**src/xbar_cfg.svh**
```systemverilog
`ifndef XBAR_CFG_SVH
`define XBAR_CFG_SVH

// ---------------------------------------------------------------------
// crossbar sizing
// ---------------------------------------------------------------------

// number of requesting clients, one bit each in every request vector
`define XBAR_NUM_CLIENTS 4

// number of output ports, one round-robin arbiter per port
`define XBAR_NUM_PORTS 2

// width of the data word a client presents with its request
`define XBAR_DATA_W 16

`endif
```
**src/xbar_pkg.sv**
```systemverilog
`include "xbar_cfg.svh"

package xbar_pkg;

  // ---------------------------------------------------------------------
  // index widths
  // ---------------------------------------------------------------------

  // a single port or client still needs one bit to carry its index
  localparam int PORT_IDX_W =
    (`XBAR_NUM_PORTS > 1) ? $clog2(`XBAR_NUM_PORTS) : 1;
  localparam int CLIENT_IDX_W =
    (`XBAR_NUM_CLIENTS > 1) ? $clog2(`XBAR_NUM_CLIENTS) : 1;

  // ---------------------------------------------------------------------
  // shared vector types
  // ---------------------------------------------------------------------

  // one bit per client: requests, grants and one-hot priority
  typedef logic [`XBAR_NUM_CLIENTS-1:0] client_vec_t;

  // destination port number named by a client
  typedef logic [PORT_IDX_W-1:0] port_idx_t;

  // source client number reported on an output port
  typedef logic [CLIENT_IDX_W-1:0] client_idx_t;

  // payload word carried from a client to a port
  typedef logic [`XBAR_DATA_W-1:0] data_t;

endpackage

```
**src/xbar_top.sv**
```systemverilog
`include "xbar_cfg.svh"

// crossbar switch allocator
// clients hold req, dest and data until they see their grant bit,
// grants come back in the same cycle, port outputs one cycle later

module xbar_top import xbar_pkg::*; (
  input  logic        clock,
  input  logic        rstn,

  // client side
  input  client_vec_t client_req,
  input  port_idx_t   client_dest  [`XBAR_NUM_CLIENTS],
  input  data_t       client_data  [`XBAR_NUM_CLIENTS],
  output client_vec_t client_grant,

  // output port side
  output logic        port_valid   [`XBAR_NUM_PORTS],
  output data_t       port_data    [`XBAR_NUM_PORTS],
  output client_idx_t port_src     [`XBAR_NUM_PORTS]
);

  localparam int NP = `XBAR_NUM_PORTS;

  // ---------------------------------------------------------------------
  // internal request and grant vectors, one per port
  // ---------------------------------------------------------------------

  client_vec_t port_reqs   [NP];
  client_vec_t port_grants [NP];

  // ---------------------------------------------------------------------
  // split requests by destination
  // ---------------------------------------------------------------------

  req_decoder u_decoder (
    .client_req  (client_req),
    .client_dest (client_dest),
    .port_reqs   (port_reqs)
  );

  // ---------------------------------------------------------------------
  // one round-robin arbiter per output port
  // ---------------------------------------------------------------------

  // each arbiter keeps its own priority, so ports run independently
  for (genvar p = 0; p < NP; p++) begin : g_port
    port_arbiter u_arb (
      .clock  (clock),
      .rstn   (rstn),
      .reqs   (port_reqs[p]),
      .grants (port_grants[p])
    );
  end

  // ---------------------------------------------------------------------
  // merge grants and register port outputs
  // ---------------------------------------------------------------------

  grant_collector u_collector (
    .clock        (clock),
    .rstn         (rstn),
    .port_grants  (port_grants),
    .client_data  (client_data),
    .client_grant (client_grant),
    .port_valid   (port_valid),
    .port_data    (port_data),
    .port_src     (port_src)
  );

endmodule

```
**src/grant_collector.sv**
```systemverilog
`include "xbar_cfg.svh"

// grant collector
// returns the grants to the clients and registers the winning data,
// source index and valid strobe on each output port

module grant_collector import xbar_pkg::*; (
  input  logic        clock,
  input  logic        rstn,
  input  client_vec_t port_grants  [`XBAR_NUM_PORTS],
  input  data_t       client_data  [`XBAR_NUM_CLIENTS],
  output client_vec_t client_grant,
  output logic        port_valid   [`XBAR_NUM_PORTS],
  output data_t       port_data    [`XBAR_NUM_PORTS],
  output client_idx_t port_src     [`XBAR_NUM_PORTS]
);

  localparam int NC = `XBAR_NUM_CLIENTS;
  localparam int NP = `XBAR_NUM_PORTS;

  // ---------------------------------------------------------------------
  // client side grants
  // ---------------------------------------------------------------------

  // a client wins at most one port, so the OR is a plain merge
  always_comb begin
    client_grant = '0;
    for (int p = 0; p < NP; p++) begin
      client_grant = client_grant | port_grants[p];
    end
  end

  // ---------------------------------------------------------------------
  // per port winner select
  // ---------------------------------------------------------------------

  logic        valid_next [NP];
  data_t       data_next  [NP];
  client_idx_t src_next   [NP];

  // OR-based one-hot encoder and AND-OR data mux
  // a zero grant vector falls out as index 0 and data 0
  always_comb begin
    for (int p = 0; p < NP; p++) begin
      valid_next[p] = |port_grants[p];
      data_next[p]  = '0;
      src_next[p]   = '0;
      for (int c = 0; c < NC; c++) begin
        if (port_grants[p][c]) begin
          data_next[p] = data_next[p] | client_data[c];
          src_next[p]  = src_next[p] | client_idx_t'(c);
        end
      end
    end
  end

  // ---------------------------------------------------------------------
  // output registers
  // ---------------------------------------------------------------------

  // one cycle after the grant, valid is a single-cycle strobe
  // with no back-pressure from the port side
  always_ff @(posedge clock or negedge rstn) begin
    if (!rstn) begin
      for (int p = 0; p < NP; p++) begin
        port_valid[p] <= 1'b0;
        port_data[p]  <= '0;
        port_src[p]   <= '0;
      end
    end else begin
      for (int p = 0; p < NP; p++) begin
        port_valid[p] <= valid_next[p];
        port_data[p]  <= data_next[p];
        port_src[p]   <= src_next[p];
      end
    end
  end

endmodule

```
**src/req_decoder.sv**
```systemverilog
`include "xbar_cfg.svh"

// request decoder
// splits the client requests into one request vector per output port,
// using the destination each client presents with its request

module req_decoder import xbar_pkg::*; (
  input  client_vec_t client_req,
  input  port_idx_t   client_dest [`XBAR_NUM_CLIENTS],
  output client_vec_t port_reqs   [`XBAR_NUM_PORTS]
);

  localparam int NC = `XBAR_NUM_CLIENTS;
  localparam int NP = `XBAR_NUM_PORTS;

  // ---------------------------------------------------------------------
  // destination match
  // ---------------------------------------------------------------------

  // dest_hit[p][c] set when client c names port p, whether or not
  // the client is requesting right now
  client_vec_t dest_hit [NP];

  always_comb begin
    for (int p = 0; p < NP; p++) begin
      for (int c = 0; c < NC; c++) begin
        dest_hit[p][c] = (client_dest[c] == port_idx_t'(p));
      end
    end
  end

  // ---------------------------------------------------------------------
  // gate with the request level
  // ---------------------------------------------------------------------

  // a client names one destination only, so each client bit is set
  // in at most one port vector
  always_comb begin
    for (int p = 0; p < NP; p++) begin
      port_reqs[p] = dest_hit[p] & client_req;
    end
  end

endmodule

```
**src/port_arbiter.sv**
```systemverilog
`include "xbar_cfg.svh"

// round-robin arbiter for a single output port
// the winner of a cycle drops to the lowest priority for the next one,
// which gives strong fairness among clients aiming at this port

module port_arbiter import xbar_pkg::*; (
  input  logic        clock,
  input  logic        rstn,
  input  client_vec_t reqs,
  output client_vec_t grants
);

  localparam int N = `XBAR_NUM_CLIENTS;

  // ---------------------------------------------------------------------
  // priority state
  // ---------------------------------------------------------------------

  // one-hot, bit set marks the client with the highest priority
  client_vec_t prio;

  // only move the pointer when somebody actually won
  logic        prio_en;
  client_vec_t prio_next;

  assign prio_en = |grants;

  // grant rotated left by one: the client just after the winner
  // goes to the top, the winner itself to the bottom
  assign prio_next = client_vec_t'((grants << 1) | (grants >> (N-1)));

  always_ff @(posedge clock or negedge rstn) begin
    if (!rstn) begin
      // client 0 starts with the highest priority
      prio <= client_vec_t'(1);
    end else if (prio_en) begin
      prio <= prio_next;
    end
  end

  // ---------------------------------------------------------------------
  // arbitration
  // ---------------------------------------------------------------------

  // grant is combinational, same cycle as the request
  var_arb_chain u_chain (
    .prio   (prio),
    .reqs   (reqs),
    .grants (grants)
  );

endmodule

```
**src/var_arb_chain.sv**
```systemverilog
`include "xbar_cfg.svh"

// variable-priority arbiter
// the one-hot prio input marks the client with the highest priority,
// priority then falls off in increasing index order and wraps around

module var_arb_chain import xbar_pkg::*; (
  input  client_vec_t prio,
  input  client_vec_t reqs,
  output client_vec_t grants
);

  localparam int N = `XBAR_NUM_CLIENTS;

  // ---------------------------------------------------------------------
  // replicated kill chain
  // ---------------------------------------------------------------------

  // a circular chain would be a combinational loop, so the requesters
  // are laid out twice and the chain runs straight through both copies
  logic [2*N-1:0] kills;
  logic [2*N-1:0] prio_int;
  logic [2*N-1:0] reqs_int;
  logic [2*N-1:0] grants_int;

  // everything ahead of the priority position starts out killed
  assign kills[0] = 1'b1;

  // priority marker only in the lower copy, the upper copy
  // picks up the requesters that wrap around
  assign prio_int = {{N{1'b0}}, prio};
  assign reqs_int = {reqs, reqs};

  for (genvar i = 0; i < 2*N; i++) begin : g_chain
    // the highest-priority slot ignores the incoming kill
    assign grants_int[i] = prio_int[i] ? reqs_int[i]
                                       : (!kills[i] && reqs_int[i]);

    // kill passes on once any earlier slot in the chain has won
    // last slot has nobody after it, so no kill is formed there
    if (i < 2*N-1) begin : g_kill
      assign kills[i+1] = prio_int[i] ? grants_int[i]
                                      : (kills[i] || grants_int[i]);
    end
  end

  // ---------------------------------------------------------------------
  // fold the two copies back together
  // ---------------------------------------------------------------------

  // at most one slot over both halves wins, so the OR stays one-hot
  assign grants = grants_int[N-1:0] | grants_int[2*N-1:N];

endmodule

```
**config.mk**
```make
export PLATFORM = sky130hd
export DESIGN_NAME = xbar_top
export DESIGN_NICKNAME = d
export VERILOG_FILES = /design/src/xbar_pkg.sv /design/src/xbar_top.sv /design/src/grant_collector.sv /design/src/req_decoder.sv /design/src/port_arbiter.sv /design/src/var_arb_chain.sv
export VERILOG_INCLUDE_DIRS = /design/src
export SDC_FILE = /design/constraint.sdc
export NUM_CORES = 1
export LEC_CHECK = 0
export BUFFER_PORTS_ARGS = -buffer_cell sky130_fd_sc_hd__clkbuf_2
export CORE_MARGIN = 4
export CORE_UTILIZATION = 49
export CTS_CLUSTER_DIAMETER = 50
export DETAILED_ROUTE_END_ITERATION = 16
export GPL_TIMING_DRIVEN = 0
export PLACE_DENSITY = 0.9
export SYNTH_ARGS = -nofsm -noshare
export SYNTH_HDL_FRONTEND = slang
export SYNTH_HIERARCHICAL = 1
export SYNTH_SLANG_ARGS = --single-unit
```
**constraint.sdc**
```tcl
create_clock -name clock -period 5.1 [get_ports clock]
set_clock_uncertainty 0.2 [all_clocks]
set_input_delay 0.51 -clock clock [delete_from_list [all_inputs] [get_ports clock]]
set_output_delay 0.51 -clock clock [all_outputs]
set_load 0.03 [all_outputs]
```
## Yosys cells after proc, flatten, opt, wreduce, memory -nomap -nowiden

Index checks and enable logic that the tools add are counted.

- Logic and storage cells: 97
- Register bits: 46

- Muxes and demuxes: 30
- Bitwise operators: 17
- Reduce and logical (&&, ||, !) cells: 42

Operators by type and width:

| kind | number |
|---|---|
| $mux 16 | 8 |
| $or 16x16->16 | 6 |
| $mux 1 | 18 |
| $logic_and 1x1->1 | 14 |
| $logic_not 1->1 | 14 |
| $logic_or 1x1->1 | 12 |
| $or 4x4->4 | 3 |
| $and 4x4->4 | 2 |
| $mux 2 | 4 |
| $or 4x1->4 | 2 |
| $reduce_or 4->1 | 2 |
| $not 1->1 | 4 |

## Logic depth before layout (Yosys ltp)

Gate-level depths: netlist of run 1.

- Word-level depth: 38
- Mapped depth: 8
- Mapped depth without buffers: 6

## Hierarchy

The synthesis of run 1 kept the hierarchy.

Modules (own cells, without submodules):

| module | cells each | times used | area each (µm²) |
|---|---|---|---|
| grant_collector | 160 | 1 | 1709.1 |
| port_arbiter | 14 | 2 | 158.9 |
| var_arb_chain | 17 | 2 | 121.4 |
| req_decoder | 8 | 1 | 50.0 |

## Worst setup path before layout of run 1

Ideal clock, no wire load.

- Kind: input-to-output
- Start point: in client_req[1]
- End point: out client_grant[3]
- Arrival time: 1833 ps
- Slack: 2557 ps
- Path buffers: 2
- Stages on the path: 7
- Cells stage by stage: nor2b_1 > nor3b_2 > nor3_2 > o21ai_1 > buf_6 > buf_2 > or2_2

RTL lines:

| element | line | source |
|---|---|---|
| start, declared | xbar_top.sv:12 | `input client_vec_t client_req,` |
| end, declared | xbar_top.sv:15 | `output client_vec_t client_grant,` |

==> flow_summary_export.csv, run 1 <==
group,metric,value,unit
clocking,htreeDepth,2,
worst_setup_path,critPathKind,"in -> out",
worst_setup_path,r2r_start,"g_port[0].u_arb/prio[0]",
clocking,clkLatencyLatePin,0.30,ns
clocking,cts.path.max_buffers,2,
route,drc,0,
pwr,peakVddDrop,0.000109,V
sta,holdWs,0.226,ns
placement,hpwl,5230,um
sta,finalCriticalPeriod,3.04,ns
grt,grt_start_max_net_pins,47,
route,ant_nets,0,
grt,grt-ovfl-total,0,
worst_setup_path,slowest_delay,0.35,ns
logic_synthesis,ys_warn_count,6,
layout,fillers,343,
logic_synthesis,synth.area.mux_share,0,%
floorplanning,start_util,51.8,%
layout,drive_gt1_share,44.2,%
logic_synthesis,seq_area_frac_synth,49.7,%
sta,worst_slack,2.06,ns
logic_synthesis,yosysUniqueCellTypes,21,
floorplanning,die_area,5900,sq um
placement,io_buffers,115,
route,drt_iter0_markers,253,
worst_setup_path,regToRegSetupSlack,2.92,ns
worst_setup_path,crit_family,"simple AND/OR/NAND/NOR gates",
grt,grt_pass1_wl,11600,um
floorplanning,die_x,76.8,um
grt,grtUsageTotal,24.3,%
worst_setup_path,endpoint_kind,"output port",
clocking,cts_hold_buf,0,
route,wire_per_inst,17.6,um
pwr,p_leak,0.00174,uW
logic_synthesis,yosys.area_share.simple,19.1,%
worst_setup_path,cp_num_cells,9,
worst_setup_path,reg2reg_to,"u_collector/port_data[24]",
floorplanning,io_pins,116,
sta,worst_pin_slew,1.14,ns
status,outcome,"complete, no violations",
clocking,path_clk_slew,0.08,ns
placement,dp_slack,2.11,ns
layout,seqCellArea,1150,sq um
job,maxCapViolCount,0,
sta,drv_slew,0,
worst_setup_path,crit_arrival,2.33,ns
pwr,p_per_area,242,nW/um^2
sta,finalHoldViolCount,0,
placement,placed_area,2960,sq um
logic_synthesis,synth_adder_area_share,0,%
logic_synthesis,synth_compound_area_share,25.9,%
floorplanning,die_h,76.8,um
logic_synthesis,synth_xor_area_share,0,%
grt,grt_pass1_vias,2438,
clocking,cts_resized,0,
sta,rsz0062_at_grt,"no",
worst_setup_path,path_common_cell,"clkbuf_2",
route,wirelength,7120,um
logic_synthesis,synth.ff_latch_count,46,
sta,relSlewSlack,24.0,%
layout,nets,426,
worst_setup_path,critPathBufInv,4,
worst_hold_path,hold_path.class,"in -> async",
worst_setup_path,crit_required,4.39,ns
layout,multi_input_area,1040,sq um
worst_setup_path,critPathMaxFanout,10,
logic_synthesis,syn_area,2320,sq um
logic_synthesis,syn_area_per_cell,10.1,sq um
sta,fmax,329,MHz
route,vias_per_cell,5.92,
pwr,p_total,750,uW
layout,fin_area,3100,sq um
sta,finalSetupTns,0,ns
logic_synthesis,synthCells,230,
sta,setup_violations,0,
clocking,cts_tree,"built",
layout,diodes,0,
floorplanning,row_count,24,
logic_synthesis,synth_nets,304,
route,route.vias.total,2398,
clocking,postCtsSetupBuffers,0,
logic_synthesis,synth_top_family_by_area,"compound AO/OA/AOI/OAI gates",
clocking,cts_made_buffers,5,
worst_setup_path,reg2reg_depth,7,
clocking,cts_sinks,46,
route,drt_pass1_iterations,5,
worst_setup_path,path_cells,"clkbuf_2 > nor2b_1 > nor3b_2 > nor3_2 > o21ai_1 > buf_6 > buf_2 > or2_2 > clkbuf_2",
worst_setup_path,cp_slowest_cell,"nor2b_1",
floorplanning,core,4470,sq um
placement,gp_congestion,0.790,
worst_setup_path,cp-start-kind,"primary input",
sta,period_share,59.6,%
clocking,clock_tree.root_cell,"clkbuf_8",
grt,antenna_found_initial,0,
layout,area_growth,33.8,%
-- report_power, final --
group	internal (uW)	leakage (uW)	switching (uW)
combinational	23.9	0.00103	27.9
clock	209	0.0000714	125
sequential	364	0.000636	0
-- worst max-delay path by stage --
stage | end | slack, ns | start
final | client_grant[3] | 2.06 | client_req[1]
after global placement | client_grant[3] | 2.20 | client_req[1]
after detailed placement | client_grant[3] | 2.11 | client_req[1]
after floorplan | client_grant[3] | 2.56 | client_req[1]
after global routing | client_grant[3] | 2.00 | g_port[0].u_arb/prio[0]
after CTS | client_grant[3] | 2.10 | client_req[1]
-- synthesized netlist by cell type (all sizes together) --
library cell  count  area share [%]
or3               2            0.54
o21ai             4            0.86
and2              4             1.1
nor3b             4             2.2
nor3              4             1.7
nand2            36             5.8
nor2b             8             2.2
or2               8             2.3
nand3b            4             1.3
nor2              6            0.97
a31o              8             3.0
a21boi            4             1.3
dfrtp            44              47
a22oi            64              21
buf              16             4.0
dfstp             2             2.3
inv               8             1.3
nand2b            4             1.1
-- worst register-to-register path, delay by kind of cell, from the launching register on --
family	cells	cell delay (ns)
DFF	1	0.56
AOI/OAI and AO/OA	2	0.39
and+or+nand+nor	3	0.37
buffers and inverters	2	0.61
-- final cells by class --
| class | instances | share of cell area [%] |
|---|---|---|
| timing repair buffer | 115 | 18.5 |
| multi-input combinational | 160 | 33.6 |
| clock buffer | 6 | 2.66 |
| buffer | 16 | 2.98 |
| sequential | 46 | 37.2 |
| inverter | 8 | 0.968 |
| clock inverter | 2 | 1.94 |
| tap | 52 | 2.10 |
-- per-stage QoR --
stage | utilization, % | std cells
6_report | 69.4 | 405
5_1_grt | 69.4 | 405
4_1_cts | 69.4 | 405
3_5_place_dp | 66.2 | 397
3_3_place_gp | 66.2 | 397
2_1_floorplan | - | 230
-- logic make-up after synthesis --
family	count (synthesis)
buffers and inverters	24
DFF	46
and+or+nand+nor	80
AOI/OAI and AO/OA	80
-- metal layers --
layer / up-vias / track usage (%) / share of wire [%]
li1: 1080 / - / -
met1: 1148 / 30.2 / 39
met2: 147 / 39.3 / 48
met3: 23 / 6.67 / 9.9
met4: 0 / 11.2 / 3.5
met5: - / 0 / 0
-- registers in the layout, summed over array words and instances, names as in the netlist --
| signal | flops |
|---|---|
| u_collector/port_valid | 2 |
| u_collector/port_src | 4 |
| g_port.u_arb/prio | 8 |
| u_collector/port_data | 32 |
-- cells in the final DEF, fill, tap and decap left out --
cell type	Yosys	final
a21boi_1	4	4
nor3_2	4	4
buf_6	2	2
inv_1	8	8
a22oi_1	64	64
nand2b_1	4	4
bufinv_16	0	2
a31o_1	8	8
buf_2	14	14
or2_1	1	1
o21ai_1	4	4
nand2_1	36	36
or2_2	6	6
or3_1	2	2
nor2b_1	8	8
or2_4	1	1
nand3b_1	4	4
and2_1	4	4
nor3b_2	4	4
dfstp_2	2	2
clkbuf_2	0	115
clkbuf_8	0	6
dfrtp_1	44	44
nor2_1	6	6
Note: power is estimated with default switching activity, not from simulation.
==> inputs of run 2 (changes only) <==
CORE_UTILIZATION = 41   (was 49)
PLACE_DENSITY = 0.81   (was 0.9)
clock period = 2.4 ns   (was 5.1 ns; I/O delays follow)
==> flow_summary_export.csv, run 2 (synthesis gave the netlist of run 1 again) <==
group,metric,value,unit
status,outcome,"complete, no violations",
grt,antenna_found_initial,0,
sta,setup_violations,0,
worst_setup_path,path_cells,"nor3b_2 > nor3_2 > o21ai_2 > buf_4 > or2_2 > clkbuf_2",
clocking,cts.path.max_buffers,2,
sta,drv_slew,0,
route,route.vias.total,2638,
layout,fillers,425,
placement,hpwl,5340,um
clocking,cts_made_buffers,5,
sta,finalCriticalPeriod,2.37,ns
clocking,clkLatencyLatePin,0.29,ns
layout,regMostFlops,"u_collector/port_data",
route,drt_pass1_iterations,5,
placement,io_buffers,115,
route,wire_per_inst,17.1,um
layout,multi_input_area,1070,sq um
sta,relSlewSlack,26.4,%
clocking,cts_tree,"built",
floorplanning,start_util,42.1,%
grt,grt-ovfl-total,0,
floorplanning,io_pins,116,
worst_setup_path,cp-start-kind,"register",
sta,rsz0062_at_grt,"yes",
sta,worst_pin_slew,1.10,ns
floorplanning,core,5510,sq um
layout,post-route-util,68.5,%
route,drc,0,
job,maxCapViolCount,0,
sta,fmax,422,MHz
pwr,p_per_area,404,nW/um^2
route,vias_per_cell,5.39,
grt,grt_pass1_vias,2801,
placement,dpl.cell_count,417,
worst_setup_path,endpoint_kind,"output port",
worst_setup_path,slowest_delay,0.41,ns
layout,area_growth,62.6,%
floorplanning,row_count,27,
sta,worst_slack,0.0330,ns
clocking,htreeDepth,2,
clocking,path_clk_slew,0.07,ns
worst_setup_path,cp_slowest_cell,"dfrtp_1",
worst_setup_path,critPathBufInv,2,
grt,grtUsageTotal,24.5,%
pwr,peakVddDrop,0.000234,V
grt,grt_pass1_wl,13800,um
layout,mostFrequentLayoutCells,"clkbuf_2, dlygate4sd3_1, a22oi_1",
layout,top_regs,"u_collector/port_data (32), g_port.u_arb/prio (8), u_collector/port_src (4)",
grt,grt_start_max_net_pins,47,
layout,layout_commonest_cell,"clkbuf_2",
sta,period_share,98.6,%
floorplanning,die_h,83.2,um
floorplanning,die_area,6930,sq um
route,wirelength,8360,um
placement,gp_congestion,0.840,
worst_setup_path,crit_arrival,1.93,ns
pwr,p_leak,0.00199,uW
layout,drive_gt1_share,38.1,%
route,drt_iter0_markers,186,
clocking,cts_sinks,46,
layout,finalNonFillerCells,489,
layout,diodes,0,
clocking,clock_tree.root_cell,"clkbuf_8",
worst_setup_path,critPathKind,"reg -> out",
worst_setup_path,crit_family,"simple AND/OR/NAND/NOR gates",
floorplanning,die_x,83.2,um
layout,largest_register_ffs,32,
layout,seqCellArea,1150,sq um
worst_setup_path,critPathMaxFanout,9,
placement,dp_slack,0.0177,ns
layout,nets,490,
route,ant_nets,0,
sta,finalHoldViolCount,0,
worst_hold_path,hold_path.class,"in -> reg",
worst_setup_path,crit_required,1.96,ns
run 2: changes by cell type in the layout (fill, tap and decap cells not counted), sizes merged:
cell         delta
dlygate4sd3    +65
buf             -1
bufinv          -1
clkbuf          +1
run 2: path summary, 6_finish.rpt:
path | slack [ns] | start | end | depth (start not counted)
setup / recovery | 0.03 | g_port[0].u_arb/prio[2] | client_grant[1] | 6
hold / removal | 0.004 | client_data[21] | u_collector/port_data[21] | 3
setup reg to reg | 0.08 | g_port[0].u_arb/prio[2] | u_collector/port_data[18] | 7
hold reg to reg | 0.35 | g_port[1].u_arb/prio[0] | g_port[1].u_arb/prio[0] | 1
max in group asynchronous | 0.82 | rstn | g_port[1].u_arb/prio[2] | 2
min in group asynchronous | 0.49 | rstn | u_collector/port_src[3] | 2
run 2: layer usage:
| layer | track usage (%) | part of all wire [%] | vias to the layer above | wire [um] |
|---|---|---|---|---|
| met4 | 13.5 | 3.7 | 0 | 306 |
| met1 | 27.1 | 36 | 1238 | 2970 |
| li1 | - | - | 1213 | - |
| met5 | 0 | 0 | - | 0 |
| met2 | 42.7 | 53 | 155 | 4440 |
| met3 | 5.95 | 7.7 | 32 | 643 |
run 2: layout make-up:
type	instances	area share, %
clock buffers	7	2.02
inverters	8	0.796
clock inverters	1	0.796
multi-input cells	160	28.3
well taps	72	2.39
repair buffers	180	32.5
plain buffers	15	2.65
flip-flops and latches	46	30.6
run 2: worst min-delay path, stage by stage:
cell      delay [ns]
clkbuf_2        0.09
a22oi_1         0.06
nand2_1         0.06
run 2: stage by stage:
step	hold WS [ns]	instance area (sq um)	total power, uW	TNS (ns)
floorplan	-0.256	2320	807	0
global placement	0.265	2990	896	0
detailed placement	0.278	2990	899	0
CTS	0.00179	3750	1530	0
global route	0.0165	3770	1590	-0.157
finish	0.00434	3770	1520	0
run 2: repair_timing:
item | in CTS | in global routing
resized for setup | 3 | 11
hold endpoints to repair | 67 | 0
buffers inserted | 0 | 0
endpoints found under the setup margin | 2 | 7
pin swaps | 0 | 1
hold buffers | 65 | 0
run 2: power breakdown:
part	internal [uW]	switching [uW]	total [uW]
Combinational	110	77.2	187
Sequential	775	0	775
Clock	312	250	562
